<file path="config.mk">
export PLATFORM = sky130hd
export DESIGN_NAME = boot_rom
export DESIGN_NICKNAME = d
export VERILOG_FILES = /design/src/soc_pkg.sv /design/src/boot_rom.sv
export SDC_FILE = /design/constraint.sdc
export NUM_CORES = 1
export LEC_CHECK = 0
export BUFFER_PORTS_ARGS = -buffer_cell sky130_fd_sc_hd__buf_2
export CAP_MARGIN = 20
export CORE_MARGIN = 4
export CORE_UTILIZATION = 35
export DETAILED_ROUTE_END_ITERATION = 7
export GPL_ROUTABILITY_DRIVEN = 0
export PLACE_DENSITY_LB_ADDON = 0.2
export SYNTH_ARGS = -nofsm -noshare
export SYNTH_HDL_FRONTEND = slang
export SYNTH_SLANG_ARGS = --single-unit
</file>
<file path="constraint.sdc">
create_clock -name clk_i -period 2.9 [get_ports clk_i]
set_input_delay 0.87 -clock clk_i [delete_from_list [all_inputs] [get_ports clk_i]]
set_output_delay 0.87 -clock clk_i [all_outputs]
set_load 0.01 [all_outputs]
</file>
<file path="src/soc_pkg.sv">
package soc_pkg;

  // ------------------------------
  // Bus geometry
  // ------------------------------
  localparam int unsigned AddrWidth = 32;
  localparam int unsigned DataWidth = 64;
  localparam int unsigned StrbWidth = DataWidth / 8;

  typedef logic [AddrWidth-1:0] addr_t;
  typedef logic [DataWidth-1:0] data_t;
  typedef logic [StrbWidth-1:0] strb_t;

  // Decoded bus target
  typedef enum logic [1:0] {
    sel_rom     = 2'd0,
    sel_clint   = 2'd1,
    sel_scratch = 2'd2,
    sel_none    = 2'd3
  } slave_sel_e;

  // ------------------------------
  // Address map
  // ------------------------------
  localparam addr_t RomBase     = 32'h0000_1000;
  localparam addr_t RomLength   = 32'h0000_1000;
  localparam addr_t ClintBase   = 32'h0200_0000;
  localparam addr_t ClintLength = 32'h0000_C000;
  localparam addr_t ScratchBase = 32'h8000_0000;

  // CLINT register offsets
  localparam addr_t ClintMsipOff     = 32'h0000_0000;
  localparam addr_t ClintMtimecmpOff = 32'h0000_4000;
  localparam addr_t ClintMtimeOff    = 32'h0000_BFF8;

  // Boot image, two instructions per word
  localparam int unsigned BootImageWords = 16;
  localparam data_t boot_image [BootImageWords] = '{
    64'h0000_0297_f140_2573, 64'h0182_b283_0202_8593, 64'h0000_0013_0002_8067,
    64'h1050_0073_0000_0013, 64'hffdf_f06f_1050_0073, 64'h0000_0000_8000_0000,
    64'h0000_0000_0000_1020, 64'h0030_0513_0010_0493, 64'h00a4_8533_0005_0593,
    64'h0200_02b7_0042_8293, 64'h0002_a023_0000_0013, 64'h3020_0073_0000_0013,
    64'hdead_beef_cafe_f00d, 64'h0123_4567_89ab_cdef, 64'hfedc_ba98_7654_3210,
    64'h5a5a_a5a5_0f0f_f0f0
  };

  // Byte-lane merge for byte-enable writes
  function automatic data_t apply_be(data_t old_word, data_t new_word, strb_t be);
    data_t merged;
    merged = old_word;
    for (int i = 0; i < StrbWidth; i++) begin
      if (be[i]) begin
        merged[8*i +: 8] = new_word[8*i +: 8];
      end
    end
    return merged;
  endfunction

endpackage
</file>
<file path="src/boot_rom.sv">
module boot_rom (
  input  logic           clk_i,
  input  logic           req_i,
  input  soc_pkg::addr_t offset_i,
  output soc_pkg::data_t rdata_o
);
  import soc_pkg::*;

  localparam int unsigned IdxWidth = $clog2(BootImageWords);

  addr_t word_idx;
  data_t rdata_q;

  // 8 bytes per word
  assign word_idx = offset_i >> 3;

  always_ff @(posedge clk_i) begin
    if (req_i) begin
      if (word_idx < BootImageWords) begin
        rdata_q <= boot_image[word_idx[IdxWidth-1:0]];
      end else begin
        // Rest of the ROM region is blank
        rdata_q <= '0;
      end
    end
  end

  assign rdata_o = rdata_q;

endmodule

</file>
==> metrics.yaml <==
outcome:
  status: "finished clean"
pwr:
  swShare_pct: 23.9
  p_leak_uw: 0.00126
  switchingPower_uw: 389
  power_frac_seq_pct: 55.6
  pwr-share-clk_pct: 30.9
  p_int_uw: 1240
  peakVddDrop_mv: 0.184
  p_per_area_nw_per_um2: 468
  combPwrFrac_pct: 13.5
sta:
  rsz0062_at_grt: "no"
  slew_headroom_pct: 66.4
  fin_crit_sh_pct: 74.9
  min_period_ps: 2170
  setup_tns_ps: 0
  hold_viol_final: 0
  whs_ps: 980
  report.final.slew_viol_count: 0
  max_freq_mhz: 460
  finalSetupViolations: 0
  tightest_slew_ps: 503
critical_path:
  start_kind: "input port"
  crit_type: "in -> reg"
  slowest_delay_ps: 370
  crit_path_end_kind: "flip-flop"
  cp_top_family: "simple AND/OR/NAND/NOR gates"
  crit_buf_inv: 2
  crit_arrival_ps: 2260
  slowest_stage: "nor2b_1"
  path_cells: "buf_2, buf_4, ha_1, nor2b_1, nor3_1, a2111oi_0"
  worst-path-max-fanout: 9
  cp_data_required_time_ps: 2990
synth:
  synth_top_cell_by_area: "edfxtp_1"
  yosysUniqueCellTypes: 37
  synth_cells: 251
  async_flop_share_pct: 0
  yosys-top-cells-area: "edfxtp_1, a211oi_1, nor3_1"
  synth_warnings: 0
  syn_nets: 291
  synth_edf_count: 54
  yosysMostFrequentCell: "edfxtp_1"
  synth-seq-cells: 54
  synthTopCellsByCount: "edfxtp_1, nor3_1, a211oi_1, o21ai_0, clkbuf_1"
  synth_top_area_share_pct: 57.4
  avgSynthCellArea_um2: 11.3
  synthFlopType: "edfxtp_1"
  yosysSeqAreaShare_pct: 57.4
  netlist_area_um2: 2830
grt:
  overflow: 0
  antenna_found_initial: 0
  grt_max_degree: 48
  grt_pass1_vias: 2151
  grt_pass1_wl_mm: 10.7
  track_usage_pct: 13.8
detailed_routing:
  top_layer: "met4"
  drt_iter0_drc: 152
  final_antenna_net_count: 0
  routedWlPerCell_um: 15.3
  routed-wl-met3_um: 509
  dr.pass1.iters: 4
  vias: 2196
  drc: 0
  vias_per_cell: 5.06
  dr_wl_met2_mm: 3.18
  wl_met1_mm: 2.88
  routed_wirelength_mm: 6.65
final_layout:
  largest_register_ffs: 54
  fillers: 761
  nNetsFinal: 371
  drive_above_1_share_pct: 36.1
  area.growth.synth_to_final_pct: 22.8
  antenna_cells: 0
die:
  start_util_pct: 36.2
  dieArea_um2: 9580
  die_x_um: 97.9
  num_rows: 32
  die_h_um: 97.9
  io_pins: 98
  core_area_um2: 7810
clock_tree:
  h-tree-depth: 2
  cts_sinks: 54
  cts_tree: "done"
  post_cts_buffers: 0
  clk_pin_slew_ps: 90
  hold_buffers: 0
  clockBufferDepth: 2
  cts_made_buffers: 5
  cts_resized: 0
  root_buffer: "clkbuf_8"
worst_hold_path:
  hp-class: "in -> reg"
placed_design:
  dp_hpwl_mm: 4.85
  io_buffer_count: 94
job:
  maxCapViolCount: 0
## tightest hold or removal path, cell delays in order
cell and delay, ps:
buf_2 80, nor4_1 40, nand3_2 70, a2111oi_0 60
## cells in the final DEF (no fill, tap or decap), drive strengths merged, types with 2 or more instances in the layout
cell type | Yosys | routed
a2111oi | 3 | 3
a211oi | 20 | 20
a21oi | 7 | 7
and2 | 4 | 4
and3 | 2 | 2
buf | 17 | 105
clkbuf | 15 | 5
clkinvlp | 0 | 2
edfxtp | 54 | 54
ha | 6 | 6
inv | 3 | 3
mux2i | 5 | 5
nand2 | 12 | 12
nand2b | 6 | 6
nand3 | 7 | 7
nor2 | 7 | 7
nor2b | 11 | 11
nor3 | 27 | 27
nor3b | 2 | 2
nor4 | 12 | 12
o21ai | 17 | 17
or2 | 2 | 2
## cell type report
type / instances / area (um^2) / area share [%]
clock inverters: 3 / 45.0 / 1.30
inverters: 3 / 11.3 / 0.324
repair buffers: 105 / 566 / 16.3
clock buffers: 5 / 68.8 / 1.98
flip-flops and latches: 54 / 1620 / 46.7
well taps: 102 / 128 / 3.68
multi-input cells: 162 / 1030 / 29.7
## kinds of logic after synthesis
kind of cell             share of synthesized area [%]
AO/OA/AOI/OAI                                     13.0
AND/OR/NAND/NOR                                   18.9
multiplexers                                      1.77
adder cells (fa/ha/maj)                           2.66
flip-flops                                        57.4
buffers and inverters                             6.33
## power groups by stage
stage | combinational (uW) | clock [uW] | sequential, uW
after floorplan | 98.7 | 0 | 947
after global placement | 221 | 0 | 922
after detailed placement | 222 | 0 | 922
after global routing | 242 | 549 | 909
final | 220 | 502 | 903
after CTS | 222 | 518 | 905
## per-stage QoR
stage	setup WS, ps	utilization (%)	instance area, um^2	total power, uW	std cells
after floorplan	559	-	2830	1050	251
after global placement	384	43.0	3360	1140	426
after detailed placement	406	43.0	3360	1140	426
after CTS	700	44.5	3470	1650	434
after global routing	544	44.5	3470	1700	434
final	727	44.5	3470	1630	434
## path summary, 6_finish.rpt
kind                   startpoint          end  slack, ps  cells after the start
worst min-delay path  offset_i[8]  rdata_o[60]        980                      4
worst max-delay path  offset_i[4]  rdata_o[60]        730                      6
## per-layer routing
| metal | global-route usage (%) | vias to the layer above |
|---|---|---|
| met2 | 22.6 | 80 |
| met4 | 3.83 | 0 |
| li1 | - | 1103 |
| met1 | 17.9 | 1007 |
| met3 | 3.79 | 6 |
| met5 | 0 | - |
Power figures use the tool's default switching activity.
