### src/soc_pkg.sv
package soc_pkg;

  // ------------------------------
  // Bus geometry
  // ------------------------------
  localparam int unsigned AddrWidth = 32;
  localparam int unsigned DataWidth = 64;
  localparam int unsigned StrbWidth = DataWidth / 8;

  typedef logic [AddrWidth-1:0] addr_t;
  typedef logic [DataWidth-1:0] data_t;
  typedef logic [StrbWidth-1:0] strb_t;

  // Decoded bus target
  typedef enum logic [1:0] {
    sel_rom     = 2'd0,
    sel_clint   = 2'd1,
    sel_scratch = 2'd2,
    sel_none    = 2'd3
  } slave_sel_e;

  // ------------------------------
  // Address map
  // ------------------------------
  localparam addr_t RomBase     = 32'h0000_1000;
  localparam addr_t RomLength   = 32'h0000_1000;
  localparam addr_t ClintBase   = 32'h0200_0000;
  localparam addr_t ClintLength = 32'h0000_C000;
  localparam addr_t ScratchBase = 32'h8000_0000;

  // CLINT register offsets
  localparam addr_t ClintMsipOff     = 32'h0000_0000;
  localparam addr_t ClintMtimecmpOff = 32'h0000_4000;
  localparam addr_t ClintMtimeOff    = 32'h0000_BFF8;

  // Boot image, two instructions per word
  localparam int unsigned BootImageWords = 16;
  localparam data_t boot_image [BootImageWords] = '{
    64'h0000_0297_f140_2573, 64'h0182_b283_0202_8593, 64'h0000_0013_0002_8067,
    64'h1050_0073_0000_0013, 64'hffdf_f06f_1050_0073, 64'h0000_0000_8000_0000,
    64'h0000_0000_0000_1020, 64'h0030_0513_0010_0493, 64'h00a4_8533_0005_0593,
    64'h0200_02b7_0042_8293, 64'h0002_a023_0000_0013, 64'h3020_0073_0000_0013,
    64'hdead_beef_cafe_f00d, 64'h0123_4567_89ab_cdef, 64'hfedc_ba98_7654_3210,
    64'h5a5a_a5a5_0f0f_f0f0
  };

  // Byte-lane merge for byte-enable writes
  function automatic data_t apply_be(data_t old_word, data_t new_word, strb_t be);
    data_t merged;
    merged = old_word;
    for (int i = 0; i < StrbWidth; i++) begin
      if (be[i]) begin
        merged[8*i +: 8] = new_word[8*i +: 8];
      end
    end
    return merged;
  endfunction

endpackage
### src/addr_decoder.sv
module addr_decoder #(
  parameter int unsigned ScratchWords = 1024
) (
  input  soc_pkg::addr_t      addr_i,
  output soc_pkg::slave_sel_e sel_o,
  output soc_pkg::addr_t      offset_o
);
  import soc_pkg::*;

  localparam addr_t ScratchLength = addr_t'(ScratchWords * 8);

  addr_t rom_off;
  addr_t clint_off;
  addr_t scratch_off;

  // Below-base addresses wrap to large offsets and fail the length test
  assign rom_off     = addr_i - RomBase;
  assign clint_off   = addr_i - ClintBase;
  assign scratch_off = addr_i - ScratchBase;

  // ------------------------------
  // Region match
  // ------------------------------
  always_comb begin
    sel_o    = sel_none;
    offset_o = addr_i;
    if (rom_off < RomLength) begin
      sel_o    = sel_rom;
      offset_o = rom_off;
    end else if (clint_off < ClintLength) begin
      sel_o    = sel_clint;
      offset_o = clint_off;
    end else if (scratch_off < ScratchLength) begin
      sel_o    = sel_scratch;
      offset_o = scratch_off;
    end
  end

endmodule

### config.mk
export PLATFORM = sky130hd
export DESIGN_NAME = addr_decoder
export DESIGN_NICKNAME = d
export VERILOG_FILES = /design/src/soc_pkg.sv /design/src/addr_decoder.sv
export SDC_FILE = /design/constraint.sdc
export NUM_CORES = 1
export LEC_CHECK = 0
export BUFFER_PORTS_ARGS = -buffer_cell sky130_fd_sc_hd__buf_4
export CAP_MARGIN = 30
export CORE_MARGIN = 1
export CORE_UTILIZATION = 35
export DETAILED_ROUTE_END_ITERATION = 6
export MAX_ROUTING_LAYER = met4
export PLACE_DENSITY = 0.85
export SKIP_LAST_GASP = 1
export SYNTH_ARGS = -nofsm -noshare
export SYNTH_HDL_FRONTEND = slang
export SYNTH_SLANG_ARGS = --single-unit
### constraint.sdc
create_clock -name vclk -period 5.8
set_input_delay 0.87 -clock vclk [all_inputs]
set_output_delay 0.87 -clock vclk [all_outputs]
set_load 0.02 [all_outputs]
==> impl_metrics.json <==
{
  "status": "finished clean",
  "die_x_um": 41.8,
  "power_frac_comb": 1.000,
  "internal_power_uw": 24.6,
  "placed_cell_area_um2": 753,
  "grt_pass1_wl_mm": 2.35,
  "hpwl_mm": 1.31,
  "yosysSeqAreaShare": 0,
  "core_area_mm2": 0.00138,
  "path_common_cell": "buf_4",
  "crit_fanout": 5,
  "wl_mm": 1.52,
  "io_buffer_count": 42,
  "final_core_util": 0.545,
  "seq_cell_count": 0,
  "required_ns": 4.93,
  "diodes": 0,
  "place_ws_ns": 2.04,
  "initial_utilization": 0.401,
  "synth_area_leader_cell": "buf_4",
  "start_kind": "input pin",
  "post_cts_buffers": 0,
  "critical_path_arrival_ns": 2.92,
  "gr-usage-met3": 0.0304,
  "area_growth_pct": 35.9,
  "grt_use_total": 0.164,
  "clock_power_share": 0,
  "syn-num-nets": 118,
  "hold_viol_final": 0,
  "postLayoutSetupSlackWorst_ns": 2.01,
  "switchingPower_uw": 28.1,
  "worstPathCellList": "buf_4, inv_1, ha_1, nor4b_1, nand2_1, nor4_1, nand4_1, nor4_4, mux2i_1, buf_4",
  "die_height_um": 41.8,
  "grt_max_degree": 7,
  "cts_hold_buf": 0,
  "fillers": 151,
  "gp_congestion": 0.802,
  "grt_pass1_vias": 595,
  "synth_cell_types": 28,
  "power_density_mw_per_mm2": 70.0,
  "synthesis.area_um2": 554,
  "tightest_slew_ns": 0.463,
  "crit_slowest_cell": "nor4_4",
  "finalSetupViolations": 0,
  "synth.avg_cell_area_um2": 6.68,
  "ctsResizeCount": 0,
  "synthCells": 83,
  "routedWlPerCell_um": 13.1,
  "synth_top_area_frac": 0.163,
  "cp-startpoint": "addr_i[13]",
  "drv_cap": 0,
  "worst_hold_path_type": "in -> out",
  "drive_gt1_frac": 0.465,
  "grt_util_met2": 0.313,
  "stdcell_area_um2": 753,
  "irDropWorstVdd_mv": 0.0319,
  "fp.dieArea_mm2": 0.00175,
  "p_leak_nw": 0.326,
  "grt-ovfl-total": 0,
  "nets": 138,
  "nClkBuffers": 0,
  "drcViolationCount": 0,
  "num_vias": 644,
  "firstDrtPassIters": 4,
  "top_usage_layer": "met2",
  "cp_num_buf_inv": 3,
  "min_period_ns": 3.79,
  "finalCritPeriodShare": 0.654,
  "crit_type": "in -> out",
  "drv_slew": 0,
  "p_sw_frac": 0.533,
  "grt_setup_unrepaired": "no",
  "met1_usage": 0.172,
  "crit_path_end_kind": "output port",
  "max-slew-margin-rel": 0.691,
  "antenna_found_initial": 0,
  "drtIter0Drc": 7,
  "core.rowCount": 13,
  "ios": 66,
  "max_freq_ghz": 0.264,
  "tns_ns": 0,
  "synthTopCellsByArea": "buf_4, clkbuf_1, nor4_4",
  "regArea_um2": 0,
  "ys_warn_count": 0,
  "seqPwrFrac": 0,
  "avgViaCountPerCell": 5.55,
  "ant_nets": 0,
  "slowest_delay_ns": 0.33,
  "critPathTopFamily": "simple AND/OR/NAND/NOR gates",
  "holdCritStartpoint": "addr_i[6]"
}
-- synth_stat cells, drive strengths merged --
master   count
nor2b        4
nand3b       2
nand2        4
ha           3
or4          1
nor4         7
xor2         3
mux2i        1
nor3b        1
a21oi        1
buf         12
clkbuf      12
and4b        1
a211oi       1
nand4        2
nor4b        1
o31ai        1
nand4b       1
mux2         1
inv          4
a2111oi      1
nor3         3
xnor2        3
nor2        11
nand3        1
a31oi        1
-- through the flow --
step	instances	total power [mW]	hold WS (ns)
finish	116	0.0528	1.74
global route	116	0.0566	1.74
CTS	116	0.0528	1.74
detailed placement	116	0.0528	1.74
global placement	116	0.0518	1.74
floorplan	83	0.0377	1.85
-- placed cells by master, fill, tap and decap left out --
master / instances
nor3b_1: 1
and4b_1: 1
a31oi_1: 1
nor4b_1: 1
nand2_1: 4
xor2_1: 3
nor4_2: 1
a211oi_1: 1
ha_1: 3
or4_1: 1
nor2b_1: 4
o31ai_1: 1
a2111oi_2: 1
mux2_2: 1
nor3_1: 3
mux2i_1: 1
nor4_4: 2
inv_1: 4
nand3_1: 1
a21oi_1: 1
nor2_1: 11
nand4_1: 2
xnor2_1: 3
nor4_1: 4
nand3b_1: 2
nand4b_1: 1
buf_4: 42
-- logic make-up after synthesis --
family,count (synthesis),share of synthesized area
AOI/OAI and AO/OA,5,0.0745
xor gates and xnor gates,6,0.0948
adders and majority gates,3,0.0677
buffers and inverters,28,0.271
muxes,2,0.0384
and+or+nand+nor,39,0.454
-- per-layer routing --
metal | part of all wire | wire, µm
met5 | 0 | 0
met4 | 0.011 | 16
met3 | 0.13 | 202
met2 | 0.50 | 755
met1 | 0.36 | 549
-- worst paths after layout --
kind / cells after the start / endpoint / slack [ns]
max: 10 / offset_o[13] / 2.01
min: 0 / offset_o[6] / 1.74
-- final cells by class --
cell class / count / area [µm²] / area share
Inverter: 4 / 15.0 / 0.0199
Multi-Input combinational cell: 55 / 404 / 0.537
Tap cell: 15 / 18.8 / 0.0249
Timing Repair Buffer: 42 / 315 / 0.419
-- power groups by stage --
stage / clock network [mW] / logic (mW) / registers, mW
floorplan: 0 / 0.0377 / 0
global placement: 0 / 0.0518 / 0
detailed placement: 0 / 0.0528 / 0
CTS: 0 / 0.0528 / 0
global route: 0 / 0.0566 / 0
finish: 0 / 0.0528 / 0
No activity file was read; power rests on OpenSTA's default activity.
