## config.mk

```make
export PLATFORM = sky130hd
export DESIGN_NAME = debug_req_gate
export DESIGN_NICKNAME = d
export VERILOG_FILES = /design/src/debug_req_gate.sv
export SDC_FILE = /design/constraint.sdc
export NUM_CORES = 1
export LEC_CHECK = 0
export ABC_AREA = 1
export BUFFER_PORTS_ARGS = -buffer_cell sky130_fd_sc_hd__buf_2
export CAP_MARGIN = 20
export CORE_MARGIN = 2
export CORE_UTILIZATION = 25
export CTS_CLUSTER_SIZE = 40
export DETAILED_ROUTE_END_ITERATION = 16
export RECOVER_POWER = 100
export SYNTH_ARGS = -nofsm -noshare
export SYNTH_HDL_FRONTEND = slang
export SYNTH_SLANG_ARGS = --single-unit
```

## constraint.sdc

```tcl
create_clock -name clk_i -period 1.7 [get_ports clk_i]
set_input_delay 0.51 -clock clk_i [delete_from_list [all_inputs] [get_ports clk_i]]
set_output_delay 0.51 -clock clk_i [all_outputs]
set_load 0.02 [all_outputs]
```

## src/debug_req_gate.sv

```systemverilog
module debug_req_gate #(
  parameter int unsigned DmiDelCycles = 500
) (
  input  logic clk_i,
  input  logic ndmreset_n,
  input  logic debug_req_i,
  output logic debug_req_o
);

  localparam int unsigned CntWidth = (DmiDelCycles > 0) ? $clog2(DmiDelCycles + 1) : 1;

  logic [CntWidth-1:0] del_cnt_q;

  // Gives the core time to run boot code before debug can halt it
  always_ff @(posedge clk_i or negedge ndmreset_n) begin
    if (!ndmreset_n) begin
      del_cnt_q <= CntWidth'(DmiDelCycles);
    end else if (del_cnt_q != '0) begin
      del_cnt_q <= del_cnt_q - 1'b1;
    end
  end

  assign debug_req_o = (del_cnt_q == '0) & debug_req_i;

endmodule

```

==> results.md, run 1 <==
- Fmax: 0.535 GHz
- Mapped Area: 508 um^2
- Die Area: 0.00241 mm^2
- Net count, final: 95
- Clk_lat worst skew: 0.27 ns
- Maximum vdd ir drop: 0.576 mV
- Die width: 49.1 um
- Crit share post-route: 110%
- Synth Register Bits: 9
- Min setup slack post-route: -0.169 ns
- Synth top cells by count: 18 x nand2_1, 15 x inv_1, 9 x nor2_1, 6 x dfstp_2, 4 x nand3_1
- Critical path required time: 1.19 ns
- Kind of critical path: reg2out
- Synth warn: 0
- Net count after synthesis: 72
- Dominant cells by area after synthesis: dfstp_2 31%, dfrtp_1 15%, nand2_1 13%
- CTS tree: yes
- Clock power frac: 42.8%
- Area delta synth->final: 48.8%
- Static leakage: 0.404 nW
- Inst Count DP: 102
- Initial antenna violation count: 0
- Largest register by flop count: del_cnt_q
- Remaining antenna violation count: 0
- Routability congestion estimate from global placement: 0.773
- Count leader, synth: nand2_1
- H-tree depth: 1
- Cell Int Power: 0.000311 W
- Fill count: 184
- CP arrival: 1.36 ns
- I/O pin count: 4
- Status: finished, violations left
- WP buf/inv: 2
- Finished Layout Cells: 117
- Syn Inst Count: 68
- Num rows: 16
- Pins Over Slew Limit: 0
- First-pass GRT wire length: 1870 um
- Largest net degree at the start of global routing: 10
- Failing checks: setup timing
- Sw Ratio: 21.9%
- Pre-antenna DRT Iters: 5
- Sink Count: 9
- Starting DRT DRC Count: 8
- P per Cell Area: 526 mW/mm^2
- WL final: 1210 um
- Syn Area/Cell: 7.47 um^2
- Wire per inst: 10.3 um
- Asr flop ratio synth: 100%
- Critical Path Source Type: flop
- Core footprint: 0.00194 mm^2
- Combinational Power Share: 3.2%
- Num CTS Buffers: 3
- Final Skew: 0.000968 ns
- Cell Chain, Critical Path: inv_2 > ha_4 > nand2_4 > nor2_4 > nand2_4 > nor2_4 > buf_6
- Crit path max fanout: 2
- Grt ovf: 0
- Sequential share of power: 54.0%
- Final setup TNS: -0.300 ns
- DRC errors left: 0
- Via count of the first global-routing pass: 440
- Dpl hpwl: 684 um
- Number of flops mapped to enable cells by yosys: 0
- Share of cells above drive strength 1: 45.6%
- Max Root-Sink Buffers: 2
- # setup viols final: 3
- Port Buffers: 3
- Clock root cell: clkbuf_4
- R2R Setup Slk: -0.07 ns
- Slew HR: 67.5%
- Distinct cells, synth: 19
- Yosys top cell by area: dfstp_2
- Largest regs: del_cnt_q: 9 flops
- Min Tclk post-route: 1.87 ns
- Die height: 49.1 um
- RSZ-0062 raised after global routing: true
- Initial Util: 26.2%
- Hold-fix buffers at CTS: 0
- Fin. Hold Viols: 0
- CP endpoint kind: output port
- Vias: 485
- GRT Overall Usage: 10.6%
- Max-cap viol count: 0
- Yosys top cell area share: 31.0%
- Largest delay contributor family on the critical path: flip-flops
- Slowest stage delay, CP: 0.39 ns
- Vias per inst: 4.15
- Max reg flops: 9
- Worst-Margin Slew: 0.488 ns
- Ys flop type: dfstp_2
- Seq/Total Area, Yosys: 45.8%
- CP max-delay cell: dfrtp_1
- Ant. Diodes: 0
- HP Class: in2async
- Switching power: 0.0000871 W
- Clk pin slew, worst setup/hold paths: 0.06 ns
## kinds of logic (layout without fill, tap and decap cells)
family	Yosys count	count (layout)	synth area share, %
compound gates	4	4	4.68
simple gates	37	37	33.3
xor+xnor	1	1	1.72
flops	9	9	45.8
fa+ha+maj	1	1	2.46
buf+inv	16	38	12.1
## cell usage in the layout, fill, tap and decap left out
| master | n |
|---|---|
| nand2_4 | 2 |
| dfrtp_1 | 3 |
| buf_2 | 1 |
| o21ai_2 | 2 |
| nand3_4 | 1 |
| o21ai_0 | 1 |
| nor2_4 | 3 |
| xor2_1 | 1 |
| nand2_1 | 18 |
| inv_1 | 13 |
| clkbuf_1 | 2 |
| clkbuf_4 | 3 |
| nor2_1 | 6 |
| buf_6 | 2 |
| buf_4 | 14 |
| dfstp_2 | 6 |
| nor2_2 | 2 |
| inv_2 | 2 |
| a21oi_1 | 1 |
| or2_2 | 1 |
| nand4_1 | 1 |
| ha_4 | 1 |
| nand3_1 | 3 |
| clkinv_2 | 1 |
## area by class of cell
cell class	instances	area, um^2	area share (%)
Multi-Input combinational cell	43	265	35.1
Clock buffer	4	26.3	3.48
Sequential cell	9	233	30.8
Inverter	16	61.3	8.11
Timing Repair Buffer	18	136	18.0
Tap cell	27	33.8	4.47
## path summary, 6_finish.rpt
check | start | endpoint | cells past startpoint
max in group asynchronous | ndmreset_n | del_cnt_q[7]$_DFFE_PN1P_ | 1
setup reg to reg | del_cnt_q[0]$_DFFE_PN0P_ | del_cnt_q[3]$_DFFE_PN0P_ | 13
hold / removal | ndmreset_n | del_cnt_q[0]$_DFFE_PN0P_ | 1
min in group clk_i | del_cnt_q[7]$_DFFE_PN1P_ | del_cnt_q[7]$_DFFE_PN1P_ | 2
setup / recovery | del_cnt_q[0]$_DFFE_PN0P_ | debug_req_o | 7
hold reg to reg | del_cnt_q[7]$_DFFE_PN1P_ | del_cnt_q[7]$_DFFE_PN1P_ | 2
## power groups by stage
stage	logic (W)	registers, W	clock network (W)
after global routing	0.0000142	0.000215	0.000181
after detailed placement	0.0000118	0.000218	0
after global placement	0.0000117	0.000218	0
after CTS	0.0000136	0.000215	0.000166
final	0.0000127	0.000215	0.000170
after floorplan	0.00000418	0.000218	0
## routing by layer
metal | global-route usage (%) | vias up | wire, um
met3 | 3.37 | 4 | 56
met1 | 12.1 | 227 | 492
met4 | 7.14 | 0 | 28
met5 | 0 | - | 0
met2 | 16.9 | 10 | 632
li1 | - | 244 | -
## metrics by stage
step	setup WS (ns)	utilization (%)	cell area (um^2)	hold WS [ns]	total power [W]
2_1_floorplan	0.0447	-	515	0.214	0.000223
3_3_place_gp	0.0692	30.6	594	0.370	0.000230
3_5_place_dp	0.0342	30.6	594	0.373	0.000230
4_1_cts	-0.155	37.1	721	0.0969	0.000395
5_1_grt	-0.216	38.9	756	0.217	0.000410
6_report	-0.169	38.9	756	0.171	0.000398
## worst register-to-register path, stage by stage, from the launching register on
cell and delay (ns):
dfrtp_1 0.36, inv_2 0.06, buf_4 0.13, buf_4 0.12
buf_4 0.12, buf_4 0.12, buf_4 0.12, buf_4 0.12
buf_4 0.12, buf_6 0.11, nand3_4 0.07, nor2_2 0.05
o21ai_2 0.11, inv_1 0.04
## timing repair
item	4_1_cts	5_1_grt
resized for setup	6	8
buffers inserted	10	1
setup endpoints to repair	1	3
pin swaps	3	2
Note: power is estimated with default switching activity, not from simulation.
==> run 2, diff against run 1 <==
--- a/config.mk
+++ b/config.mk
@@ -5,13 +5,12 @@
 export SDC_FILE = /design/constraint.sdc
 export NUM_CORES = 1
 export LEC_CHECK = 0
-export ABC_AREA = 1
 export BUFFER_PORTS_ARGS = -buffer_cell sky130_fd_sc_hd__buf_2
 export CAP_MARGIN = 20
-export CORE_MARGIN = 2
-export CORE_UTILIZATION = 25
+export CORE_AREA = 2 2 39 41
 export CTS_CLUSTER_SIZE = 40
 export DETAILED_ROUTE_END_ITERATION = 16
+export DIE_AREA = 0 0 41 43
 export RECOVER_POWER = 100
 export SYNTH_ARGS = -nofsm -noshare
 export SYNTH_HDL_FRONTEND = slang
==> constraint.sdc (replaced) <==
create_clock -name clk_i -period 1.7 [get_ports clk_i]
set_input_delay 0.425 -clock clk_i [delete_from_list [all_inputs] [get_ports clk_i]]
set_output_delay 0.425 -clock clk_i [all_outputs]
set_load 0.02 [all_outputs]
==> results.md, run 2 <==
- Min setup slack post-route: -0.366 ns (was -0.169 ns)
- XOR/XNOR Fraction of Synth Area: 1.97% (was 1.72%)
- Critical path required time: 1.27 ns (was 1.19 ns)
- Net count after synthesis: 43 (was 72)
- Die height: 43 um (was 49.1 um)
- GRT Overall Usage: 12.2% (was 10.6%)
- Vias per inst: 4.87 (was 4.15)
- HP Class: in2async (unchanged)
- Area delta synth->final: 23.9% (was 48.8%)
- Crit path max fanout: 3 (was 2)
- Starting DRT DRC Count: 2 (was 8)
- Synth warn: 0 (unchanged)
- Synth Register Bits: 9 (unchanged)
- Syn Area/Cell: 11.4 um^2 (was 7.47 um^2)
- Max-cap viol count: 0 (unchanged)
- Failing checks: setup timing (unchanged)
- Critical Path Source Type: flop (unchanged)
- Clock root cell: clkbuf_4 (unchanged)
- Sink Count: 9 (unchanged)
- Mux contribution to synthesized area: 4.79% (was 0%)
- Mapped Area: 444 um^2 (was 508 um^2)
- Initial antenna violation count: 0 (unchanged)
- P per Cell Area: 720 mW/mm^2 (was 526 mW/mm^2)
- Grt ovf: 0 (unchanged)
- Crit share post-route: 122% (was 110%)
- Ant. Diodes: 0 (unchanged)
- Fin. Hold Viols: 0 (unchanged)
- Dominant cells by area after synthesis: dfstp_2 35%, dfrtp_1 17%, o21ai_0 6.8% (was dfstp_2 31%, dfrtp_1 15%, nand2_1 13%)
- Seq/Total Area, Yosys: 52.4% (was 45.8%)
- Asr flop ratio synth: 100% (unchanged)
- Port Buffers: 3 (unchanged)
- H-tree depth: 1 (unchanged)
- Yosys top cell area share: 35.5% (was 31.0%)
- DRC errors left: 0 (unchanged)
- First-pass GRT wire length: 1320 um (was 1870 um)
- I/O pin count: 4 (unchanged)
- Status: finished, violations left (unchanged)
- Via count of the first global-routing pass: 295 (was 440)
- Maximum vdd ir drop: 0.280 mV (was 0.576 mV)
- Dpl hpwl: 572 um (was 684 um)
- Remaining antenna violation count: 0 (unchanged)
- CTS tree: yes (unchanged)
- # setup viols final: 1 (was 3)
- Place WS: -0.206 ns (was 0.0342 ns)
- Die width: 41 um (was 49.1 um)
- Static leakage: 0.259 nW (was 0.404 nW)
- Cell Chain, Critical Path: or4_4 > nor4_4 > and2_4 > buf_6 (was inv_2 > ha_4 > nand2_4 > nor2_4 > nand2_4 > nor2_4 > buf_6)
- Num rows: 14 (was 16)
- WL final: 785 um (was 1210 um)
- Synth top cells by count: 6 x dfstp_2, 6 x o21ai_0, 3 x dfrtp_1 (was 18 x nand2_1, 15 x inv_1, 9 x nor2_1, 6 x dfstp_2, 4 x nand3_1)
- Share of cells above drive strength 1: 44.2% (was 45.6%)
- Net count, final: 57 (was 95)
- Slew HR: 67.3% (was 67.5%)
- Kind of critical path: reg2out (unchanged)
- Largest register by flop count: del_cnt_q (unchanged)
- Syn Inst Count: 39 (was 68)
- Synth Area in Adders: 2.82% (was 2.46%)
- Max Root-Sink Buffers: 2 (unchanged)
- Pins Over Slew Limit: 0 (unchanged)
- Routability congestion estimate from global placement: 0.716 (was 0.773)
- Vias: 331 (was 485)
- Core footprint: 0.00138 mm^2 (was 0.00194 mm^2)
- Worst-Margin Slew: 0.490 ns (was 0.488 ns)
- Final setup TNS: -0.366 ns (was -0.300 ns)
- Initial Util: 32.1% (was 26.2%)
- Largest family of logic cells by synthesized area: simple AND/OR/NAND/NOR gates (unchanged)
- Clk_lat worst skew: 0.26 ns (was 0.27 ns)
- Slowest stage delay, CP: 0.55 ns (was 0.39 ns)
- Num CTS Buffers: 3 (unchanged)
- Largest net degree at the start of global routing: 10 (unchanged)
- Die Area: 0.00176 mm^2 (was 0.00241 mm^2)
- CP endpoint kind: output port (unchanged)
- Most frequent cells in the layout: 6 x o21ai_0, 6 x dfstp_2, 4 x buf_4 (was 18 x nand2_1, 14 x buf_4, 13 x inv_1)
- CP max-delay cell: or4_4 (was dfrtp_1)
- Synth Area in Simple Gates: 22.3% (was 33.3%)
- CP arrival: 1.64 ns (was 1.36 ns)
- Final Skew: 0.00286 ns (was 0.000968 ns)
- Largest regs: del_cnt_q: 9 flops (unchanged)
- Fmax: 0.484 GHz (was 0.535 GHz)
- Number of flops mapped to enable cells by yosys: 0 (unchanged)
- Wire per inst: 11.5 um (was 10.3 um)
- Pre-antenna DRT Iters: 2 (was 5)
- RSZ-0062 raised after global routing: true (unchanged)
- Min Tclk post-route: 2.07 ns (was 1.87 ns)
- Max reg flops: 9 (unchanged)
- Yosys top cell by area: dfstp_2 (unchanged)
- Distinct cells, synth: 20 (was 19)
- Post-synthesis compound-gate area fraction: 14.1% (was 4.68%)
- Clk pin slew, worst setup/hold paths: 0.06 ns (about the same)
- Ys flop type: dfstp_2 (unchanged)
run 2: changes by cell type after synthesis, moves of 2 or more:
cell and change:
nand2b_1 +2, inv_1 -13, nand3_1 -4, nor2_1 -7, o31ai_1 +2, or3_1 +2
nand2_1 -17, o21ai_0 +5, nor3_1 +2
run 2: routing by layer:
layer  part of all wire [%]  global-route usage [%]  wire length [um]  vias up
li1                       -                       -                 -      170
met1                     49                    15.4               384      157
met2                     47                    14.7               369        2
met3                    2.3                    4.71                18        2
met4                    1.7                    12.0                13        0
met5                      0                       0                 0        -
run 2: worst max-delay path, delay by kind of cell, from the launching register on:
family / cells / cell delay [ns]
and+or+nand+nor: 3 / 0.90
DFF: 1 / 0.37
buffers and inverters: 1 / 0.10
run 2: power breakdown:
group           total, W  switching, W  internal (W)
sequential      0.000215             0      0.000215
clock           0.000170     0.0000791     0.0000907
combinational  0.0000119    0.00000677    0.00000509
total           0.000396     0.0000859      0.000311
run 2: cell families after synthesis:
family	after synthesis
and+or+nand+nor	14
AOI/OAI and AO/OA	10
DFF	9
buffers and inverters	2
muxes	2
xor gates and xnor gates	1
adders and majority gates	1
run 2: metrics by stage:
| step | power (W) | instance area [um^2] | util, % | hold slack (ns) | cells |
|---|---|---|---|---|---|
| 2_1_floorplan | 0.000222 | 445 | - | 0.129 | 39 |
| 3_3_place_gp | 0.000229 | 518 | 37.4 | 0.285 | 63 |
| 3_5_place_dp | 0.000229 | 518 | 37.4 | 0.288 | 63 |
| 4_1_cts | 0.000406 | 558 | 40.3 | 0.000749 | 68 |
| 5_1_grt | 0.000417 | 551 | 39.8 | 0.136 | 68 |
| 6_report | 0.000396 | 551 | 39.8 | 0.0951 | 68 |
run 2: repair_timing:
| action | in CTS | in global routing |
|---|---|---|
| resized for setup | 2 | 0 |
| pin swaps | 3 | 0 |
| hold buffers | 0 | 0 |
| setup buffers | 1 | 0 |
| endpoints found under the setup margin | 1 | 2 |
run 2: area by class of cell:
class | count | area, um^2
timing repair buffer | 9 | 58.8
fill | 138 | 833
clock buffer | 4 | 26.3
sequential | 9 | 233
inverter | 2 | 7.51
tap | 16 | 20.0
multi-input combinational | 28 | 205
run 2: path summary, 6_finish.rpt:
check | startpoint | to | slack, ns | depth (start not counted)
setup / recovery | del_cnt_q[4]$_DFFE_PN1P_ | debug_req_o | -0.37 | 4
hold / removal | ndmreset_n | del_cnt_q[3]$_DFFE_PN0P_ | 0.1 | 1
setup reg to reg | del_cnt_q[4]$_DFFE_PN1P_ | del_cnt_q[2]$_DFFE_PN1P_ | 0.08 | 5
hold reg to reg | del_cnt_q[0]$_DFFE_PN0P_ | del_cnt_q[0]$_DFFE_PN0P_ | 0.50 | 1
max in group asynchronous | ndmreset_n | del_cnt_q[5]$_DFFE_PN1P_ | 1.25 | 1
min in group clk_i | del_cnt_q[0]$_DFFE_PN0P_ | del_cnt_q[0]$_DFFE_PN0P_ | 0.50 | 1
