<file path="config.mk">
export PLATFORM = sky130hd
export DESIGN_NAME = bus_arbiter
export DESIGN_NICKNAME = d
export VERILOG_FILES = /design/src/soc_pkg.sv /design/src/bus_arbiter.sv
export SDC_FILE = /design/constraint.sdc
export NUM_CORES = 1
export LEC_CHECK = 0
export BUFFER_PORTS_ARGS = -buffer_cell sky130_fd_sc_hd__buf_4
export CORE_AREA = 4 4 248 250
export CTS_CLUSTER_SIZE = 10
export DETAILED_ROUTE_END_ITERATION = 6
export DIE_AREA = 0 0 252 254
export MAX_ROUTING_LAYER = met4
export SETUP_SLACK_MARGIN = 0.5
export SLEW_MARGIN = 40
export SYNTH_ARGS = -nofsm -noshare
export SYNTH_HDL_FRONTEND = slang
export SYNTH_SLANG_ARGS = --single-unit
</file>
<file path="constraint.sdc">
create_clock -name clk_i -period 2.3 [get_ports clk_i]
set_input_delay 0.23 -clock clk_i [delete_from_list [all_inputs] [get_ports clk_i]]
set_output_delay 0.23 -clock clk_i [all_outputs]
set_load 0.01 [all_outputs]
</file>
<file path="src/soc_pkg.sv">
package soc_pkg;

  // ------------------------------
  // Bus geometry
  // ------------------------------
  localparam int unsigned AddrWidth = 32;
  localparam int unsigned DataWidth = 64;
  localparam int unsigned StrbWidth = DataWidth / 8;

  typedef logic [AddrWidth-1:0] addr_t;
  typedef logic [DataWidth-1:0] data_t;
  typedef logic [StrbWidth-1:0] strb_t;

  // Decoded bus target
  typedef enum logic [1:0] {
    sel_rom     = 2'd0,
    sel_clint   = 2'd1,
    sel_scratch = 2'd2,
    sel_none    = 2'd3
  } slave_sel_e;

  // ------------------------------
  // Address map
  // ------------------------------
  localparam addr_t RomBase     = 32'h0000_1000;
  localparam addr_t RomLength   = 32'h0000_1000;
  localparam addr_t ClintBase   = 32'h0200_0000;
  localparam addr_t ClintLength = 32'h0000_C000;
  localparam addr_t ScratchBase = 32'h8000_0000;

  // CLINT register offsets
  localparam addr_t ClintMsipOff     = 32'h0000_0000;
  localparam addr_t ClintMtimecmpOff = 32'h0000_4000;
  localparam addr_t ClintMtimeOff    = 32'h0000_BFF8;

  // Boot image, two instructions per word
  localparam int unsigned BootImageWords = 16;
  localparam data_t boot_image [BootImageWords] = '{
    64'h0000_0297_f140_2573, 64'h0182_b283_0202_8593, 64'h0000_0013_0002_8067,
    64'h1050_0073_0000_0013, 64'hffdf_f06f_1050_0073, 64'h0000_0000_8000_0000,
    64'h0000_0000_0000_1020, 64'h0030_0513_0010_0493, 64'h00a4_8533_0005_0593,
    64'h0200_02b7_0042_8293, 64'h0002_a023_0000_0013, 64'h3020_0073_0000_0013,
    64'hdead_beef_cafe_f00d, 64'h0123_4567_89ab_cdef, 64'hfedc_ba98_7654_3210,
    64'h5a5a_a5a5_0f0f_f0f0
  };

  // Byte-lane merge for byte-enable writes
  function automatic data_t apply_be(data_t old_word, data_t new_word, strb_t be);
    data_t merged;
    merged = old_word;
    for (int i = 0; i < StrbWidth; i++) begin
      if (be[i]) begin
        merged[8*i +: 8] = new_word[8*i +: 8];
      end
    end
    return merged;
  endfunction

endpackage
</file>
<file path="src/bus_arbiter.sv">
module bus_arbiter (
  input  logic                   clk_i,
  input  logic                   ndmreset_n,
  // Core data port
  input  logic                   host_req_i,
  input  logic                   host_we_i,
  input  soc_pkg::addr_t         host_addr_i,
  input  soc_pkg::data_t         host_wdata_i,
  input  soc_pkg::strb_t         host_be_i,
  output logic                   host_gnt_o,
  output logic                   host_rvalid_o,
  output soc_pkg::data_t         host_rdata_o,
  output logic                   host_err_o,
  // Debug module system-bus master
  input  logic                   dbg_req_i,
  input  logic                   dbg_we_i,
  input  soc_pkg::addr_t         dbg_addr_i,
  input  soc_pkg::data_t         dbg_wdata_i,
  input  soc_pkg::strb_t         dbg_be_i,
  output logic                   dbg_gnt_o,
  output logic                   dbg_rvalid_o,
  output soc_pkg::data_t         dbg_rdata_o,
  output logic                   dbg_err_o,
  // Shared bus
  output logic                   bus_req_o,
  output logic                   bus_we_o,
  output soc_pkg::addr_t         bus_addr_o,
  output soc_pkg::data_t         bus_wdata_o,
  output soc_pkg::strb_t         bus_be_o,
  input  soc_pkg::slave_sel_e    bus_sel_i,
  input  soc_pkg::data_t         rom_rdata_i,
  input  soc_pkg::data_t         clint_rdata_i,
  input  soc_pkg::data_t         scratch_rdata_i
);
  import soc_pkg::*;

  logic       prio_dbg_q;
  logic       rsp_valid_q;
  logic       rsp_dbg_q;
  logic       rsp_we_q;
  slave_sel_e rsp_sel_q;
  data_t      rsp_rdata;
  logic       rsp_err;

  // ------------------------------
  // Round-robin grant
  // ------------------------------
  assign host_gnt_o = host_req_i & ~(dbg_req_i & prio_dbg_q);
  assign dbg_gnt_o  = dbg_req_i & ~(host_req_i & ~prio_dbg_q);

  // Winner drives the shared bus
  assign bus_req_o   = host_req_i | dbg_req_i;
  assign bus_we_o    = dbg_gnt_o ? dbg_we_i    : host_we_i;
  assign bus_addr_o  = dbg_gnt_o ? dbg_addr_i  : host_addr_i;
  assign bus_wdata_o = dbg_gnt_o ? dbg_wdata_i : host_wdata_i;
  assign bus_be_o    = dbg_gnt_o ? dbg_be_i    : host_be_i;

  always_ff @(posedge clk_i or negedge ndmreset_n) begin
    if (!ndmreset_n) begin
      prio_dbg_q  <= 1'b0;
      rsp_valid_q <= 1'b0;
      rsp_dbg_q   <= 1'b0;
      rsp_we_q    <= 1'b0;
      rsp_sel_q   <= sel_none;
    end else begin
      // Loser of a contested cycle goes first next time
      if (host_req_i && dbg_req_i) begin
        prio_dbg_q <= host_gnt_o;
      end
      rsp_valid_q <= bus_req_o;
      if (bus_req_o) begin
        rsp_dbg_q <= dbg_gnt_o;
        rsp_we_q  <= bus_we_o;
        rsp_sel_q <= bus_sel_i;
      end
    end
  end

  // ------------------------------
  // Response routing
  // ------------------------------
  always_comb begin
    unique case (rsp_sel_q)
      sel_rom:     rsp_rdata = rom_rdata_i;
      sel_clint:   rsp_rdata = clint_rdata_i;
      sel_scratch: rsp_rdata = scratch_rdata_i;
      default:     rsp_rdata = '0;
    endcase
    // writes answer with zero data
    if (rsp_we_q) begin
      rsp_rdata = '0;
    end
  end

  assign rsp_err = (rsp_sel_q == sel_none);

  assign host_rvalid_o = rsp_valid_q & ~rsp_dbg_q;
  assign dbg_rvalid_o  = rsp_valid_q & rsp_dbg_q;
  assign host_rdata_o  = rsp_rdata;
  assign dbg_rdata_o   = rsp_rdata;
  assign host_err_o    = host_rvalid_o & rsp_err;
  assign dbg_err_o     = dbg_rvalid_o & rsp_err;

endmodule

</file>
==> results_dict.tcl, run 1 <==
set metrics [dict create \
    outcome "complete, no violations" \
    syn-mean-instance-area_um2 7.85 \
    ys_seq_area_share_pct 3.84 \
    arrival_ns 1.89 \
    ctsLongestPathBuffers 2 \
    synth_top_family_by_area "multiplexers" \
    synth.top_cells.by_count "126 x a211oi_1, 69 x mux2_2, 66 x buf_4" \
    wirelength_um 39600 \
    floorplan.die.height_um 254 \
    syn2layout_area_growth_pct 207 \
    firstDrtPassIters 4 \
    xor_xnor_portion_of_the_synthesized_cell_area_pct 0.220 \
    dominantRegCellSynth "dfrtp_1" \
    routing_usage_on_met1_pct 12.1 \
    worst_path_max_delay_cell "dfrtp_2" \
    setup_violations 0 \
    power-per-cell-area_nw_per_um2 440 \
    startpoint_type "flop" \
    pin_count_of_the_biggest_net_entering_global_routing 29 \
    basic_gate_share_of_the_synthesized_area_counting_and_or_nand_and_nor_cells_pct 21.1 \
    hold_viol 0 \
    cts_root_buffer "clkbuf_16" \
    global_route.usage.total_pct 10.6 \
    clock-skew-final_ns 0.00700 \
    synthMostInstantiatedCell "a211oi_1" \
    syn_area_um2 3980 \
    post_synth_main_area_contributors "a211oi_1 24%, mux2_2 20%, buf_4 12%" \
    grt_antenna_before_repair 20 \
    grt_setup_unrepaired "yes" \
    post-dp-hpwl_um 29900 \
    h_tree_lvls 1 \
    synthAdderAreaFrac_pct 0 \
    synth_enable_flop_cells 0 \
    final.setup.worst_slack_ns 0.185 \
    drive_gt1_share_pct 87.9 \
    final_core_util_pct 20.7 \
    cts.clk_slew.worst_paths_ns 0.04 \
    tritoncts_num_sinks 6 \
    die_x_um 252 \
    wl_per_cell_um 20.6 \
    via_count 6639 \
    cp_slowest_stage_delay_ns 0.43 \
    ys_warn_count 0 \
    die_area_um2 64000 \
    vias_in_the_first_global_route 6847 \
    cts_inserted_buffers 3 \
    cp_data_required_time_ns 2.07 \
    power_leakage_nw 5.73 \
    maxCapViolations 0 \
    timing.max_slew.rel_slack_pct 53.4 \
    dp_worst_setup_slack_ns 0.154 \
    clk-insertion-delay-late_ns 0.23 \
    timing.hold.worst.class "input port to flop" \
    asyncSetResetFlopFracSynth_pct 100 \
    final_nets 1537 \
    finalPower_mw 5.38 \
    port_buffers 647 \
    synth_area_leader_cell "a211oi_1" \
    drt_first_iter_violations 222 \
    post-route-period-util_pct 92.0 \
    core_um2 59000 \
    ys_seq_elements 6 \
    worstSetupEndpointType "primary output" \
    tritoncts_clock_tree "built" \
    grtUsageMet3_pct 4.57 \
    layout_min_cycle_time_ns 2.12 \
    register_to_register_path_setup_slack_ns 0.71 \
    groute.layer.met2.usage_pct 17.5 \
    vdd_ir_drop_max_mv 0.367 \
    synth.mux.area_fraction_pct 30.8 \
    grt_busiest_layer "met2" \
    first_pass_grt_wire_length_um 48300 \
    gr-total-overflow 0 \
    synth_top_area_share_pct 23.8 \
    syn_nets 915 \
    share_of_the_synthesized_area_in_compound_gates_ao_oa_aoi_oai_pct 24.6 \
    ys_types 24 \
    path_class "flop to primary output" \
    finalSetupTns_ns 0 \
    final_antenna_net_count 0 \
    finalMaxSlewViolations 0 \
    synthesis.instances 507 \
    layout.filler_cells 6418 \
    crit_chain "o21ai_4, buf_6, buf_12, buf_4, buf_12, mux2_4, buf_6" \
    tightestPinTransition_ns 0.698 \
    detail_route.drc_violations 0 \
    fmaxAchievable_ghz 0.473 \
    initial_core_util_pct 6.74 \
    cp_max_fanout 6 \
    final_gp_congestion 0.960 \
    detail_route.vias_per_cell 3.46 \
    num_io_pins 648 \
    placement_rows 89 \
]
cells by family after synthesis:
logic type	count (synthesis)
AOI/OAI and AO/OA	131
xor gates and xnor gates	1
muxes	109
buffers and inverters	123
DFF	6
and+or+nand+nor	137
layout make-up:
class	instances	area (um2)	area share, %
diodes	17	42.5	0.348
multi-input cells	378	4260	34.8
repair buffers	736	6700	54.8
inverters	4	15.0	0.123
clock buffers	4	78.8	0.645
well taps	773	967	7.91
flip-flops and latches	6	165	1.35
layer usage:
| layer | vias up | routed length, um | part of all wire (%) |
|---|---|---|---|
| met2 | 401 | 18900 | 48 |
| met3 | 27 | 3960 | 10 |
| met1 | 3161 | 16200 | 41 |
| met5 | - | 0 | 0 |
| met4 | 0 | 567 | 1.4 |
| li1 | 3050 | - | - |
what timing repair did:
item | in CTS | in global routing
resized for setup | 125 | 259
endpoints found under the setup margin | 230 | 233
pin swaps | 48 | 22
endpoints found under the hold margin | 4 | 0
cloned | 7 | 15
setup buffers | 14 | 12
hold buffers | 1 | 0
cell usage in the layout, fill, tap and decap left out, types with 2 or more instances in the layout:
| cell type | Yosys | routed |
|---|---|---|
| nand2_1 | 2 | 2 |
| mux2_4 | 0 | 105 |
| nand2b_4 | 0 | 6 |
| nor2b_1 | 64 | 49 |
| nor2b_4 | 0 | 6 |
| buf_16 | 0 | 9 |
| dfrtp_1 | 4 | 2 |
| and3_1 | 2 | 2 |
| a211oi_1 | 126 | 9 |
| buf_6 | 5 | 123 |
| clkbuf_16 | 0 | 15 |
| buf_4 | 66 | 559 |
| dfstp_4 | 0 | 2 |
| nor2b_2 | 0 | 9 |
| diode_2 | 0 | 17 |
| inv_1 | 3 | 3 |
| a211oi_2 | 0 | 104 |
| mux2_2 | 69 | 3 |
| nor2_1 | 4 | 4 |
| a211oi_4 | 0 | 13 |
| a21oi_1 | 2 | 2 |
| nand2b_1 | 63 | 57 |
| buf_8 | 0 | 16 |
| buf_12 | 0 | 16 |
state kept, by name (all words and copies together) (netlist names):
signal / cells
rsp_sel_q: 2
prio_dbg_q: 1
rsp_dbg_q: 1
rsp_we_q: 1
rsp_valid_q: 1
through the flow:
stage	cell area [um2]	cells	hold slack, ns
CTS	10800	1874	0.240
global route	12200	1918	0.246
floorplan	4280	507	-0.0656
detailed placement	9750	1848	0.0591
global placement	9750	1848	0.0616
finish	12200	1918	0.244
power breakdown:
group | internal [mW] | switching [mW] | total, mW
clock | 0.232 | 0.0735 | 0.305
sequential | 0.135 | 0.108 | 0.243
combinational | 2.79 | 2.04 | 4.83
total | 3.16 | 2.22 | 5.38
path summary, 6_finish.rpt:
| path | start | end | cells past startpoint |
|---|---|---|---|
| min in group asynchronous | ndmreset_n | rsp_we_q | 2 |
| max in group asynchronous | ndmreset_n | rsp_sel_q[0] | 2 |
| worst min-delay path | bus_sel_i[1] | rsp_sel_q[1] | 2 |
| worst min register to register | rsp_dbg_q | rsp_dbg_q | 2 |
| worst max-delay path | prio_dbg_q | bus_wdata_o[23] | 7 |
| worst max register to register | rsp_we_q | rsp_we_q | 4 |
worst max-delay path: cells and delay by family (launching register included):
family	cells	cell delay, ns
AO/OA/AOI/OAI	1	0.21
buffers and inverters	5	0.69
multiplexers	1	0.32
flip-flops	1	0.43
Note: power is estimated with default switching activity, not from simulation.
==> run 2, diff against run 1 <==
--- a/config.mk
+++ b/config.mk
@@ -11,6 +11,7 @@
 export DETAILED_ROUTE_END_ITERATION = 6
 export DIE_AREA = 0 0 252 254
 export MAX_ROUTING_LAYER = met4
+export REMOVE_ABC_BUFFERS = 1
 export SETUP_SLACK_MARGIN = 0.5
 export SLEW_MARGIN = 40
 export SYNTH_ARGS = -nofsm -noshare
==> results_dict.tcl, run 2 (synthesis results as in run 1) <==
set metrics [dict create \
    register_to_register_path_setup_slack_ns 0.94 \
    initial_core_util_pct 6.74 \
    placement_rows 89 \
    pin_count_of_the_biggest_net_entering_global_routing 42 \
    area.sequential_um2 163 \
    final.setup.worst_slack_ns 0.134 \
    power.share.clock_pct 5.4 \
    layoutNonFillerInstCount 1925 \
    final_gp_congestion 0.867 \
    timing.hold.worst_endpoint "rsp_sel_q[0]" \
    wl_per_cell_um 25.1 \
    timing.max_slew.rel_slack_pct 66.1 \
    gr-total-overflow 0 \
    core_um2 59000 \
    num_io_pins 648 \
    grt_setup_unrepaired "yes" \
    worst_r2r_startpoint "rsp_sel_q[0]" \
    drt_first_iter_violations 293 \
    final_core_util_pct 21.4 \
    die_area_um2 64000 \
    vdd_ir_drop_max_mv 0.320 \
    drive_gt1_share_pct 89.8 \
    maxCapViolations 0 \
    worst_path_max_delay_cell "dfstp_4" \
    power_leakage_nw 5.93 \
    dp_worst_setup_slack_ns -0.00664 \
    cp_slowest_stage_delay_ns 0.71 \
    final_antenna_net_count 0 \
    arrival_ns 1.94 \
    final_nets 1541 \
    final_design_area_no_fill_um2 12700 \
    tritoncts_num_sinks 6 \
    firstDrtPassIters 4 \
    global_route.usage.total_pct 13.3 \
    h_tree_lvls 1 \
    finalSetupTns_ns 0 \
    cp.buffers_inverters 4 \
    finalMaxSlewViolations 0 \
    routing_usage_on_met1_pct 14.2 \
    whs_ns 0.239 \
    sequential_share_of_power_pct 3.1 \
    timing.hold.worst.class "input port to flop" \
    cts_root_buffer "clkbuf_16" \
    power.switching_mw 2.26 \
    hp-start "bus_sel_i[0]" \
    layout.filler_cells 6423 \
    cpLargestDelayFamily "flip-flops" \
    switching_share_pct 41.2 \
    reg_to_reg_endpoint "rsp_sel_q[0]" \
    post_dp_cell_area_um2 9400 \
    cts_inserted_buffers 3 \
    layout_min_cycle_time_ns 2.17 \
    path_class "flop to primary output" \
    first_pass_grt_wire_length_um 57500 \
    grtUsageMet3_pct 3.47 \
    setup_violations 0 \
    startpoint_type "flop" \
    groute.layer.met2.usage_pct 25.7 \
    hold_viol 0 \
    intPower_mw 3.22 \
    fmaxAchievable_ghz 0.462 \
    clock-skew-final_ns 0.00159 \
    outcome "complete, no violations" \
    worstSetupEndpointType "primary output" \
    power-per-cell-area_nw_per_um2 432 \
    syn2layout_area_growth_pct 218 \
    largest_reg_flops 2 \
    dpl.cell_count 1840 \
    vias_in_the_first_global_route 6903 \
    post-dp-hpwl_um 37400 \
    wirelength_um 48200 \
    cp_data_required_time_ns 2.07 \
    multi_input_comb_area_um2 4410 \
    ctsLongestPathBuffers 2 \
    grt_antenna_before_repair 31 \
    power.combinational.fraction_pct 91.6 \
    detail_route.drc_violations 0 \
    most-common-layout-cells "549 x buf_4, 127 x buf_6, 109 x a211oi_2" \
    floorplan.die.height_um 254 \
    post-route-period-util_pct 94.2 \
    largest-register "rsp_sel_q" \
    via_count 6874 \
    reg2reg_depth 4 \
    detail_route.vias_per_cell 3.57 \
    cp_max_fanout 6 \
    tightestPinTransition_ns 0.509 \
    port_buffers 647 \
    die_x_um 252 \
    clk-insertion-delay-late_ns 0.23 \
    crit_chain "buf_12, buf_12, clkbuf_16, a211oi_2, a211oi_2, buf_4" \
    worst_hold_path.num_cells 2 \
    finalPower_mw 5.47 \
    grt_busiest_layer "met2" \
    final_common_cell "buf_4" \
    cts.clk_slew.worst_paths_ns 0.03 \
    tritoncts_clock_tree "built" \
]
[run 2: worst max-delay path by stage]
| stage | startpoint | to | slack [ns] | depth (start not counted) |
|---|---|---|---|---|
| 2_1_floorplan | prio_dbg_q | bus_addr_o[0] | -1.68 | 2 |
| 5_1_grt | rsp_sel_q[0] | dbg_rdata_o[24] | 0.06 | 7 |
| 3_5_place_dp | rsp_sel_q[0] | dbg_rdata_o[31] | -0.007 | 4 |
| 6_report | rsp_sel_q[0] | host_rdata_o[63] | 0.13 | 6 |
| 3_3_place_gp | rsp_sel_q[0] | host_rdata_o[31] | -0.007 | 4 |
| 4_1_cts | rsp_sel_q[0] | dbg_rdata_o[58] | 0.17 | 6 |
[run 2: final cells by class]
| cell class | count | share of cell area [%] |
|---|---|---|
| well taps | 773 | 7.65 |
| multi-input cells | 378 | 34.9 |
| inverters | 4 | 0.119 |
| flip-flops and latches | 6 | 1.29 |
| repair buffers | 740 | 55.0 |
| diodes | 20 | 0.396 |
| clock buffers | 4 | 0.623 |
[run 2: repair_timing]
action,CTS,global route
endpoints found under the setup margin,229,235
pin swaps,54,50
hold endpoints to repair,6,0
cloned,15,12
buffers inserted,17,16
gates resized for setup,147,340
hold buffers,1,0
[run 2: per-layer routing]
metal | up-vias | part of all wire [%] | wire length [um]
met2 | 468 | 53 | 25400
met5 | - | 0 | 0
li1 | 3060 | - | -
met1 | 3282 | 36 | 17200
met3 | 64 | 9.6 | 4620
met4 | 0 | 2.1 | 1010
[run 2: power groups by stage]
stage | clock (mW) | combinational, mW | sequential, mW
floorplan | 0 | 1.19 | 0.286
global placement | 0 | 3.42 | 0.185
detailed placement | 0 | 3.43 | 0.186
CTS | 0.301 | 4.03 | 0.165
global route | 0.308 | 5.28 | 0.173
finish | 0.293 | 5.01 | 0.168
==> run 3, diff against run 2 <==
--- a/config.mk
+++ b/config.mk
@@ -10,7 +10,6 @@
 export CTS_CLUSTER_SIZE = 10
 export DETAILED_ROUTE_END_ITERATION = 6
 export DIE_AREA = 0 0 252 254
-export MAX_ROUTING_LAYER = met4
 export REMOVE_ABC_BUFFERS = 1
 export SETUP_SLACK_MARGIN = 0.5
 export SLEW_MARGIN = 40
==> results_dict.tcl, run 3 (synthesis results as in run 1) <==
set metrics [dict create \
    outcome "complete, no violations" \
    final_gp_congestion 0.853 \
    placement_rows 89 \
    clock-skew-final_ns 0.000895 \
    h_tree_lvls 1 \
    largest_reg_flops 2 \
    path_class "flop to primary output" \
    finalSetupTns_ns 0 \
    floorplan.die.height_um 254 \
    worstSetupEndpointType "primary output" \
    tightestPinTransition_ns 0.499 \
    final_antenna_net_count 0 \
    cts_inserted_buffers 3 \
    cp.buffers_inverters 4 \
    vias_in_the_first_global_route 6914 \
    whs_ns 0.238 \
    cts_root_buffer "clkbuf_16" \
    grt_setup_unrepaired "yes" \
    grt_antenna_before_repair 32 \
    most-common-layout-cells "547 x buf_4, 127 x buf_6, 112 x a211oi_2" \
    global_route.usage.total_pct 12.9 \
    drt_first_iter_violations 290 \
    final_common_cell "buf_4" \
    die_area_um2 64000 \
    wl_per_cell_um 25.1 \
    die_x_um 252 \
    pin_count_of_the_biggest_net_entering_global_routing 42 \
    power-per-cell-area_nw_per_um2 432 \
    tritoncts_clock_tree "built" \
    tritoncts_num_sinks 6 \
    cts.clk_slew.worst_paths_ns 0.04 \
    drive_gt1_share_pct 89.9 \
    num_io_pins 648 \
    post-dp-hpwl_um 37400 \
    core_um2 59000 \
    finalMaxSlewViolations 0 \
    worst_path_max_delay_cell "dfstp_4" \
    gr-total-overflow 0 \
    timing.max_slew.rel_slack_pct 66.7 \
    vdd_ir_drop_max_mv 0.313 \
    port_buffers 647 \
    first_pass_grt_wire_length_um 57400 \
    detail_route.vias_per_cell 3.57 \
    setup_violations 0 \
    firstDrtPassIters 4 \
    initial_core_util_pct 6.74 \
    timing.hold.worst.class "input port to flop" \
    startpoint_type "flop" \
    post-route-period-util_pct 95.1 \
    layout_min_cycle_time_ns 2.19 \
    ctsLongestPathBuffers 2 \
    power_leakage_nw 5.90 \
    cp_max_fanout 6 \
    cp_data_required_time_ns 2.07 \
    detail_route.drc_violations 0 \
    via_count 6843 \
    largest-register "rsp_sel_q" \
    maxCapViolations 0 \
    finalPower_mw 5.44 \
    fmaxAchievable_ghz 0.457 \
    cpLargestDelayFamily "flip-flops" \
    hold_viol 0 \
    final_nets 1538 \
    wirelength_um 48200 \
    cp_slowest_stage_delay_ns 0.72 \
    syn2layout_area_growth_pct 216 \
    arrival_ns 1.96 \
    clk-insertion-delay-late_ns 0.23 \
    crit_chain "buf_12, buf_12, clkbuf_16, a211oi_2, a211oi_2, buf_4" \
]
-- run 3: worst register-to-register path, delay by kind of cell (launching register included) --
kind / cells / cell delay, ns
buffers and inverters: 2 / 0.36
flip-flops: 1 / 0.72
multiplexers: 1 / 0.15
-- run 3: routing by layer --
layer | track usage (%) | wire [um] | up-vias
met5 | 0 | 35 | -
met4 | 0.867 | 1010 | 6
met3 | 3.51 | 4680 | 70
met2 | 25.6 | 25300 | 474
met1 | 14.2 | 17100 | 3240
li1 | - | - | 3053
-- run 3: repair_timing --
action	CTS	global route
hold buffers	1	0
gates cloned	15	12
endpoints found under the setup margin	229	235
endpoints found under the hold margin	6	0
resized for setup	147	339
pin swaps	54	49
buffers inserted	17	13
-- run 3: final timing paths --
kind / start / end / slack (ns) / cells past startpoint
worst max-delay path: rsp_sel_q[0] / host_rdata_o[63] / 0.11 / 6
worst min-delay path: bus_sel_i[0] / rsp_sel_q[0] / 0.24 / 2
worst max register to register: rsp_sel_q[0] / rsp_sel_q[0] / 1.02 / 3
worst min register to register: rsp_dbg_q / rsp_dbg_q / 0.52 / 2
max in group asynchronous: ndmreset_n / rsp_sel_q[1] / 1.73 / 2
min in group asynchronous: ndmreset_n / rsp_valid_q / 0.36 / 2
-- run 3: power by group --
group / internal (mW) / switching, mW
sequential: 0.135 / 0.0332
combinational: 2.84 / 2.15
clock: 0.230 / 0.0638
total: 3.20 / 2.24
-- run 3: metrics by stage --
stage | setup slack, ns | area [um2] | std cells | util (%)
floorplan | -1.68 | 3220 | 388 | -
global placement | -0.00720 | 9400 | 1840 | 15.9
detailed placement | -0.00664 | 9400 | 1840 | 15.9
CTS | 0.167 | 10800 | 1877 | 18.4
global route | 0.0605 | 12600 | 1905 | 21.3
finish | 0.112 | 12600 | 1918 | 21.3
-- run 3: cell type report --
cell class                      count  area [um2]
Inverter                            4        15.0
Antenna cell                       16        40.0
Multi-Input combinational cell    378        4400
Timing Repair Buffer              737        6930
Clock buffer                        4        78.8
Tap cell                          773         967
Fill cell                        6436       46400
Sequential cell                     6         163
